File: src/phys_params.svh
`ifndef PHYS_PARAMS_SVH
`define PHYS_PARAMS_SVH

// Fixed-point word layout
`define PHYS_FIX_W      48
`define PHYS_FRAC_W     32
`define PHYS_COORD_W    16
`define PHYS_MASS_W     32

// Joystick mapping
`define PHYS_JOY_CENTER 112
`define PHYS_MOVE_SHIFT 10
`define PHYS_JUMP_MIN   240   // Top of the y axis means jump

// Airborne velocity change per frame
`define PHYS_RAMP_STEP  4096

// Jump numerator, divided by mass
`define PHYS_JUMP_IMPULSE 48'h40000

`endif

File: src/phys_pkg.sv
`include "phys_params.svh"

package phys_pkg;

	// Position and velocity words
	typedef logic signed [`PHYS_FIX_W-1:0] fix_t;

	// Integer part of a position
	typedef logic [`PHYS_COORD_W-1:0] coord_t;

	typedef logic [7:0] joy_t;  // One joystick axis, 0 to 255

	// Bit 0 up, 1 down, 2 right, 3 left, 4 platform below
	typedef logic [4:0] wall_t;

	typedef logic [`PHYS_MASS_W-1:0] mass_t;  // Mass and gravity

	// Host handshake
	typedef enum logic [1:0] {
		st_idle,
		st_busy,
		st_ack
	} step_state_t;

	typedef enum logic {
		div_idle,
		div_run
	} div_state_t;

endpackage

File: src/control_decode.sv
`timescale 1ns/1ps
`include "phys_params.svh"

module control_decode (
	input  logic            clock,
	input  logic            reset,
	input  logic            frame_start,
	input  logic [31:0]     controller_in,
	input  logic [31:0]     knockback_in,
	input  phys_pkg::wall_t wall,
	input  logic            attack_in,
	input  logic            freeze_in,
	output logic            cmd_valid,
	output phys_pkg::fix_t  move_x,
	output phys_pkg::fix_t  move_y,
	output phys_pkg::fix_t  knock_x,
	output phys_pkg::fix_t  knock_y,
	output logic            grounded,
	output logic            jump_fire,
	output logic            attack,
	output logic            freeze
);
	import phys_pkg::*;

	joy_t joy_x;
	joy_t joy_y;
	logic signed [8:0] sjoy_x;
	logic signed [8:0] sjoy_y;
	logic pressed;
	logic on_ground;
	logic fire;
	logic jump_prev;  // Jump was held last frame
	logic jump_used;  // Jump spent since last grounded frame

	assign joy_x = controller_in[15:8];
	assign joy_y = controller_in[7:0];

	// Centre the bytes, range -112 to 143
	assign sjoy_x = {1'b0, joy_x} - 9'(`PHYS_JOY_CENTER);
	assign sjoy_y = {1'b0, joy_y} - 9'(`PHYS_JOY_CENTER);

	assign pressed = joy_y >= joy_t'(`PHYS_JUMP_MIN);
	assign on_ground = wall[1] | wall[4];  // Floor or platform

	// Rising press, and either grounded now or not yet spent in the air
	assign fire = pressed & ~jump_prev & (on_ground | ~jump_used) & ~attack_in & ~freeze_in;

	always_ff @(posedge clock) begin
		if (reset) begin
			cmd_valid <= 1'b0;
			jump_prev <= 1'b0;
			jump_used <= 1'b0;
		end else begin
			cmd_valid <= frame_start;
			if (frame_start && !freeze_in) begin  // Frozen frames keep jump state
				jump_prev <= pressed;
				if (on_ground)
					jump_used <= fire;  // Ground re-arms unless jumping off it
				else if (fire)
					jump_used <= 1'b1;
			end
		end
	end

	// Frame commands, held until the next frame
	always_ff @(posedge clock) begin
		if (frame_start) begin
			move_x    <= fix_t'(sjoy_x) <<< `PHYS_MOVE_SHIFT;
			move_y    <= fix_t'(sjoy_y) <<< `PHYS_MOVE_SHIFT;
			knock_x   <= fix_t'($signed(knockback_in[31:16])) <<< 16;
			knock_y   <= fix_t'($signed(knockback_in[15:0])) <<< 16;
			grounded  <= on_ground;
			jump_fire <= fire;
			attack    <= attack_in;
			freeze    <= freeze_in;
		end
	end

endmodule

File: src/fix_divider.sv
`timescale 1ns/1ps
`include "phys_params.svh"

module fix_divider (
	input  logic            clock,
	input  logic            reset,
	input  logic            start,
	input  phys_pkg::fix_t  dividend,
	input  phys_pkg::mass_t divisor,
	output logic            done,
	output phys_pkg::fix_t  quotient
);
	import phys_pkg::*;

	localparam int CNT_W = $clog2(`PHYS_FIX_W);

	div_state_t state;
	logic [CNT_W-1:0] count;
	logic [`PHYS_FIX_W-1:0] work;   // Dividend bits shift out, quotient bits in
	logic [`PHYS_MASS_W-1:0] rem;
	mass_t dvsr;
	logic negative;
	logic by_zero;
	logic [`PHYS_MASS_W:0] rem_shift;
	logic [`PHYS_MASS_W:0] rem_sub;
	logic q_bit;
	logic [`PHYS_FIX_W-1:0] q_next;

	assign rem_shift = {rem, work[`PHYS_FIX_W-1]};
	assign rem_sub = rem_shift - {1'b0, dvsr};
	assign q_bit = ~rem_sub[`PHYS_MASS_W];  // No borrow, divisor fits
	assign q_next = {work[`PHYS_FIX_W-2:0], q_bit};

	always_ff @(posedge clock) begin
		if (reset) begin
			state <= div_idle;
			count <= '0;
			done  <= 1'b0;
		end else begin
			done <= 1'b0;
			case (state)
				div_idle: if (start) begin
					state <= div_run;
					count <= '0;
				end
				div_run: begin
					count <= count + 1'b1;
					if (count == CNT_W'(`PHYS_FIX_W-1)) begin
						state <= div_idle;
						done  <= 1'b1;
					end
				end
				default: state <= div_idle;
			endcase
		end
	end

	// Magnitude datapath, one quotient bit per cycle
	always_ff @(posedge clock) begin
		if (state == div_idle && start) begin
			negative <= dividend[`PHYS_FIX_W-1];
			by_zero  <= (divisor == '0);
			work     <= dividend[`PHYS_FIX_W-1] ? -dividend : dividend;
			rem      <= '0;
			dvsr     <= divisor;
		end else if (state == div_run) begin
			work <= q_next;
			rem  <= q_bit ? rem_sub[`PHYS_MASS_W-1:0] : rem_shift[`PHYS_MASS_W-1:0];
			if (count == CNT_W'(`PHYS_FIX_W-1)) begin
				if (by_zero)
					quotient <= '0;
				else if (negative)
					quotient <= -fix_t'(q_next);  // Truncate toward zero
				else
					quotient <= fix_t'(q_next);
			end
		end
	end

endmodule

File: src/physics_core.sv
`timescale 1ns/1ps

module physics_core (
	input  logic            clock,
	input  logic            reset,
	input  logic            step_req,
	input  phys_pkg::mass_t mass_in,
	input  phys_pkg::mass_t gravity_in,
	input  logic [31:0]     start_position,
	input  logic [31:0]     controller_in,
	input  logic [31:0]     knockback_in,
	input  phys_pkg::wall_t wall,
	input  logic            attack_in,
	input  logic            freeze_in,
	output logic            step_ack,
	output logic [31:0]     position
);
	import phys_pkg::*;

	step_state_t state;
	logic frame_start;
	logic cmd_valid;
	fix_t move_x;
	fix_t move_y;
	fix_t knock_x;
	fix_t knock_y;
	logic grounded;
	logic jump_fire;
	logic attack;
	logic freeze;
	logic vel_done;
	fix_t vel_prev_x;
	fix_t vel_prev_y;
	logic hold_pos;
	logic pos_done;

	// Four-phase handshake, one frame in flight
	always_ff @(posedge clock) begin
		if (reset) begin
			state       <= st_idle;
			frame_start <= 1'b0;
		end else begin
			frame_start <= 1'b0;
			case (state)
				st_idle: if (step_req) begin
					state       <= st_busy;
					frame_start <= 1'b1;
				end
				st_busy: if (pos_done) state <= st_ack;
				st_ack: if (!step_req) state <= st_idle;  // Wait for request to drop
				default: state <= st_idle;
			endcase
		end
	end

	assign step_ack = (state == st_ack);

	control_decode u_decode (
		.clock         (clock),
		.reset         (reset),
		.frame_start   (frame_start),
		.controller_in (controller_in),
		.knockback_in  (knockback_in),
		.wall          (wall),
		.attack_in     (attack_in),
		.freeze_in     (freeze_in),
		.cmd_valid     (cmd_valid),
		.move_x        (move_x),
		.move_y        (move_y),
		.knock_x       (knock_x),
		.knock_y       (knock_y),
		.grounded      (grounded),
		.jump_fire     (jump_fire),
		.attack        (attack),
		.freeze        (freeze)
	);

	velocity_stage u_velocity (
		.clock      (clock),
		.reset      (reset),
		.cmd_valid  (cmd_valid),
		.move_x     (move_x),
		.move_y     (move_y),
		.knock_x    (knock_x),
		.knock_y    (knock_y),
		.grounded   (grounded),
		.jump_fire  (jump_fire),
		.attack     (attack),
		.freeze     (freeze),
		.mass_in    (mass_in),
		.gravity_in (gravity_in),
		.vel_done   (vel_done),
		.vel_x      (),             // Current velocity, debug only
		.vel_y      (),
		.vel_prev_x (vel_prev_x),
		.vel_prev_y (vel_prev_y),
		.hold_pos   (hold_pos)
	);

	position_stage u_position (
		.clock          (clock),
		.reset          (reset),
		.vel_done       (vel_done),
		.vel_prev_x     (vel_prev_x),
		.vel_prev_y     (vel_prev_y),
		.hold_pos       (hold_pos),
		.start_position (start_position),
		.pos_done       (pos_done),
		.position       (position)
	);

endmodule

File: src/position_stage.sv
`timescale 1ns/1ps
`include "phys_params.svh"

module position_stage (
	input  logic           clock,
	input  logic           reset,
	input  logic           vel_done,
	input  phys_pkg::fix_t vel_prev_x,
	input  phys_pkg::fix_t vel_prev_y,
	input  logic           hold_pos,
	input  logic [31:0]    start_position,
	output logic           pos_done,
	output logic [31:0]    position
);
	import phys_pkg::*;

	fix_t pos_x;
	fix_t pos_y;
	coord_t start_x;
	coord_t start_y;

	assign start_x = start_position[31:16];
	assign start_y = start_position[15:0];

	always_ff @(posedge clock) begin
		if (reset) begin
			// Whole-pixel start, fraction cleared
			pos_x    <= {start_x, `PHYS_FRAC_W'(0)};
			pos_y    <= {start_y, `PHYS_FRAC_W'(0)};
			pos_done <= 1'b0;
		end else begin
			pos_done <= vel_done;
			if (vel_done && !hold_pos) begin
				pos_x <= pos_x + vel_prev_x;
				pos_y <= pos_y + vel_prev_y;
			end
		end
	end

	// Integer parts only
	assign position = {pos_x[`PHYS_FIX_W-1 -: `PHYS_COORD_W],
		pos_y[`PHYS_FIX_W-1 -: `PHYS_COORD_W]};

endmodule

File: src/velocity_stage.sv
`timescale 1ns/1ps
`include "phys_params.svh"

module velocity_stage (
	input  logic            clock,
	input  logic            reset,
	input  logic            cmd_valid,
	input  phys_pkg::fix_t  move_x,
	input  phys_pkg::fix_t  move_y,
	input  phys_pkg::fix_t  knock_x,
	input  phys_pkg::fix_t  knock_y,
	input  logic            grounded,
	input  logic            jump_fire,
	input  logic            attack,
	input  logic            freeze,
	input  phys_pkg::mass_t mass_in,
	input  phys_pkg::mass_t gravity_in,
	output logic            vel_done,
	output phys_pkg::fix_t  vel_x,
	output phys_pkg::fix_t  vel_y,
	output phys_pkg::fix_t  vel_prev_x,
	output phys_pkg::fix_t  vel_prev_y,
	output logic            hold_pos
);
	import phys_pkg::*;

	fix_t num_y;
	fix_t quot_x;
	fix_t quot_y;
	fix_t gravity_fix;
	fix_t target_y_air;
	logic done_x;
	logic done_y;
	logic both_done;

	// Step toward the target, snap once within one step
	function automatic fix_t ramp(input fix_t cur, input fix_t tgt);
		fix_t diff;
		diff = tgt - cur;
		if (diff > fix_t'(`PHYS_RAMP_STEP))
			ramp = cur + fix_t'(`PHYS_RAMP_STEP);
		else if (diff < -fix_t'(`PHYS_RAMP_STEP))
			ramp = cur - fix_t'(`PHYS_RAMP_STEP);
		else
			ramp = tgt;
	endfunction

	assign num_y = jump_fire ? fix_t'(`PHYS_JUMP_IMPULSE) : move_y;
	assign gravity_fix = fix_t'(gravity_in);  // Unsigned, zero extended
	assign target_y_air = quot_y - gravity_fix;

	// Both dividers share start and latency, so done pulses coincide
	assign both_done = done_x & done_y;

	fix_divider div_x (
		.clock    (clock),
		.reset    (reset),
		.start    (cmd_valid),
		.dividend (move_x),
		.divisor  (mass_in),
		.done     (done_x),
		.quotient (quot_x)
	);

	fix_divider div_y (
		.clock    (clock),
		.reset    (reset),
		.start    (cmd_valid),
		.dividend (num_y),
		.divisor  (mass_in),
		.done     (done_y),
		.quotient (quot_y)
	);

	always_ff @(posedge clock) begin
		if (reset) begin
			vel_done   <= 1'b0;
			hold_pos   <= 1'b0;
			vel_x      <= '0;
			vel_y      <= '0;
			vel_prev_x <= '0;
			vel_prev_y <= '0;
		end else begin
			vel_done <= both_done;
			if (both_done) begin
				vel_prev_x <= vel_x;  // Position integrates the old velocity
				vel_prev_y <= vel_y;
				hold_pos   <= attack | freeze;
				if (!freeze) begin
					if (attack) begin
						vel_x <= knock_x;
						vel_y <= knock_y;
					end else if (grounded) begin
						vel_x <= quot_x;
						vel_y <= jump_fire ? quot_y : '0;
					end else begin
						// Airborne
						vel_x <= ramp(vel_x, quot_x);
						vel_y <= jump_fire ? quot_y : ramp(vel_y, target_y_air);
					end
				end
			end
		end
	end

endmodule
File: config.mk
export PLATFORM = sky130hd
export DESIGN_NAME = physics_core
export DESIGN_NICKNAME = d
export VERILOG_FILES = /design/src/phys_pkg.sv /design/src/control_decode.sv /design/src/fix_divider.sv /design/src/physics_core.sv /design/src/position_stage.sv /design/src/velocity_stage.sv
export VERILOG_INCLUDE_DIRS = /design/src
export SDC_FILE = /design/constraint.sdc
export NUM_CORES = 2
export LEC_CHECK = 0
export BUFFER_PORTS_ARGS = -buffer_cell sky130_fd_sc_hd__buf_2
export CELL_PAD_IN_SITES_DETAIL_PLACEMENT = 0
export CELL_PAD_IN_SITES_GLOBAL_PLACEMENT = 1
export CORE_UTILIZATION = 35
export DETAILED_ROUTE_END_ITERATION = 8
export PLACE_DENSITY_LB_ADDON = 0.12
export RECOVER_POWER = 25
export SLEW_MARGIN = 20
export SYNTH_ARGS = -nofsm -noshare
export SYNTH_HDL_FRONTEND = slang
export SYNTH_HIERARCHICAL = 1
export SYNTH_SLANG_ARGS = --single-unit
File: constraint.sdc
create_clock -name clock -period 6.98 [get_ports clock]
set_input_delay 0 -clock clock [delete_from_list [all_inputs] [get_ports clock]]
set_output_delay 0 -clock clock [all_outputs]
set_load 0.005 [all_outputs]
==> flow_summary.json <==
{
  "clkTransAtPathRegs_ps": 50,
  "regArea_um2": 17300,
  "grtUsageTotal_pct": 24.2,
  "multiInputGateArea_um2": 35200,
  "swShare_pct": 30.0,
  "finalHoldViolCount": 0,
  "synth_seq_area_share_pct": 31.0,
  "synth.most_common_cell": "nand2_1",
  "syn_area_um2": 55900,
  "finalSetupTns_ps": 0,
  "cts_tree": "done",
  "critPathSlowestCell": "edfxtp_1",
  "rrSetupSlack_ps": 8,
  "criticalPathCategory": "reg -> reg",
  "fin_skew_ps": 47.4,
  "hold_depth": 2,
  "path_max_fanout": 7,
  "crit_family": "compound AO/OA/AOI/OAI gates",
  "synth_cell_types": 135,
  "min_path_type": "in -> reg",
  "power.switching_mw": 3.69,
  "worst-path-stages": 37,
  "gr-total-overflow": 0,
  "fp.dieH_um": 402,
  "async_flop_share_pct": 0,
  "ys_warn_count": 6,
  "grt_first_pass_wirelength_um": 307000,
  "cts_buffers": 90,
  "vias_per_cell": 5.63,
  "dpl.hpwl_um": 152000,
  "rsz0062_at_grt": "yes",
  "crit_top_cell": "buf_4",
  "synth_cells": 6978,
  "p_per_area_nw_per_um2": 190,
  "coreArea_um2": 158000,
  "ir_drop_uv": 248,
  "synth_area_leaders": "edfxtp_1, dfxtp_1, ha_1",
  "die_x_um": 402,
  "cts_root_buf": "clkbuf_16",
  "p_leak_nw": 24.8,
  "required_ps": 7570,
  "wirelength_um": 202000,
  "initial_utilization_pct": 35.3,
  "period_share_pct": 99.9,
  "slowest_delay_ps": 390,
  "grt_pass1_vias": 50200,
  "p_comb_share_pct": 19.9,
  "synthToLayoutAreaGrowth_pct": 15.9,
  "yosys.area.top_type_share_pct": 18.6,
  "worst_slew_pin_slew_ps": 3580,
  "fillers": 16200,
  "vias": 52800,
  "clk_latency_ps": 720,
  "crit_buf_inv": 11,
  "internal-power_mw": 8.59,
  "avgSynthCellArea_um2": 8.01,
  "htree_num_levels": 3,
  "postRouteAntennaNets": 0,
  "cts_buffer_depth": 3,
  "ys_ff_latch": 691,
  "start_kind": "flip-flop",
  "setup_viol": 0,
  "die-area_um2": 161000,
  "antenna_found_initial": 11,
  "synth_common_cells": "nand2_1, a21oi_1, o21ai_0",
  "maxSlewViolCount": 437,
  "wl_per_cell_um": 21.6,
  "worst_r2r_path_depth": 37,
  "drive_gt1_share_pct": 11.4,
  "power_frac_clock_pct": 42.4,
  "grt_max_degree": 109,
  "firstDrtPassIters": 7,
  "synth_edf_count": 346,
  "violations": "max-capacitance violations, max-slew violations",
  "cp-end-kind": "flip-flop",
  "drt_iter0_markers": 4055,
  "fin_ws_ps": 7.75,
  "relSlewSlack_pct": -139,
  "cts.sinks": 691,
  "place.gp.congestion": 0.928,
  "status": "finished, violations left",
  "fmax_mhz": 143,
  "final_nets": 7701,
  "critPathArrivalTime_ps": 7560,
  "yosys.area.top_type": "edfxtp_1",
  "rows": 146,
  "drc": 0,
  "seqPwrFrac_pct": 37.7,
  "ys.flop_type": "edfxtp_1",
  "maxCapViolations": 7,
  "pre_cts_ws_ps": -578,
  "min_period_ps": 6970,
  "numPortBuffers": 183,
  "num_io_pins": 203
}
-- worst paths after layout --
check / startpoint / end
max: u_velocity/div_y/quotient[0] / u_velocity/vel_y[23]
min: knockback_in[30] / u_decode/knock_x[30]
max reg2reg: u_velocity/div_y/quotient[0] / u_velocity/vel_y[23]
min reg2reg: u_position/pos_y[28] / u_position/pos_y[28]
-- state kept, by name, indices dropped and copies added, names as in the netlist, 48 cells and up --
signal	count
u_position/pos_y	48
u_velocity/vel_x	48
u_velocity/vel_y	48
u_velocity/vel_prev_y	48
u_velocity/vel_prev_x	48
u_position/pos_x	48
u_velocity/div_y/quotient	48
u_velocity/div_y/work	48
u_velocity/div_x/work	48
u_velocity/div_x/quotient	48
-- logic make-up (layout without fill, tap and decap cells) --
logic type | count (synthesis) | in the layout | share of synthesized area, %
buffers and inverters | 886 | 1162 | 7.34
AO/OA/AOI/OAI | 2079 | 2079 | 24.5
AND/OR/NAND/NOR | 2490 | 2490 | 21.8
XOR/XNOR | 465 | 465 | 7.32
adder cells (fa/ha/maj) | 303 | 303 | 6.88
other | 1 | 54 | 0.00671
multiplexers | 63 | 63 | 1.20
flip-flops | 691 | 691 | 31.0
-- layout make-up --
class                      count  share of cell area, %
tap                         2072                   4.00
clock buffer                 117                   3.94
antenna                        2                0.00773
sequential                   691                   26.7
multi-input combinational   5452                   54.4
clock inverter                52                   1.23
timing repair buffer         672                   7.87
inverter                     321                   1.86
-- power by group through the flow --
| stage | sequential, mW | clock (mW) | combinational, mW |
|---|---|---|---|
| finish | 4.64 | 5.21 | 2.44 |
| floorplan | 4.65 | 0 | 1.63 |
| global placement | 4.72 | 0 | 2.32 |
| global route | 4.66 | 5.51 | 2.70 |
| CTS | 4.63 | 5.36 | 2.42 |
| detailed placement | 4.72 | 0 | 2.31 |
-- per-stage QoR --
stage / hold WS, ps / power, mW / cells / utilization [%] / instance area [um2]
6_report: 50.9 / 12.3 / 9379 / 40.9 / 64800
5_1_grt: 27.0 / 12.9 / 9377 / 40.9 / 64800
4_1_cts: 0.315 / 12.4 / 9369 / 40.8 / 64600
2_1_floorplan: 64.6 / 6.28 / 7029 / - / 56100
3_5_place_dp: 180 / 7.03 / 9006 / 37.3 / 59000
3_3_place_gp: 177 / 7.04 / 9006 / 37.3 / 59000
-- worst register-to-register path, delay by kind of cell, from the launching register on --
family                   cells  cell delay, ps
flip-flops                   1             390
multiplexers                 1             310
XOR/XNOR                     1             110
buffers and inverters       11            1490
adder cells (fa/ha/maj)      3             810
AO/OA/AOI/OAI               11            2030
AND/OR/NAND/NOR             10            1730
-- per-layer routing --
layer  share of wire (%)  GRT usage (%)  vias up
met4                 1.8           4.97       14
met2                  43           36.8     1433
li1                    -              -    25900
met1                  50           35.9    25200
met3                 5.8           3.37      228
met5               0.045              0        -
-- what timing repair did --
item,in CTS,in global routing
setup endpoints to repair,48,48
hold endpoints to repair,224,0
buffers inserted,19,10
gates resized for setup,79,46
hold buffers,171,0
cloned,5,0
pin swaps,54,47
-- placed cells by master (no fill, tap or decap), types with 135 or more instances in the layout --
cell type      synthesis  routed
o21ai_0              399     384
nand3_1              227     227
ha_1                 296     290
inv_1                315     311
nor2_1               395     385
a21oi_1              612     597
edfxtp_1             346     346
a21o_1               135     135
dfxtp_1              345     343
nor3_1               182     176
buf_4                182     292
xor2_1               231     227
dlygate4sd3_1          1     171
nand2_1              913     909
xnor2_1              233     227
nand4_1              139     139
No activity file was read; power rests on OpenSTA's default activity.
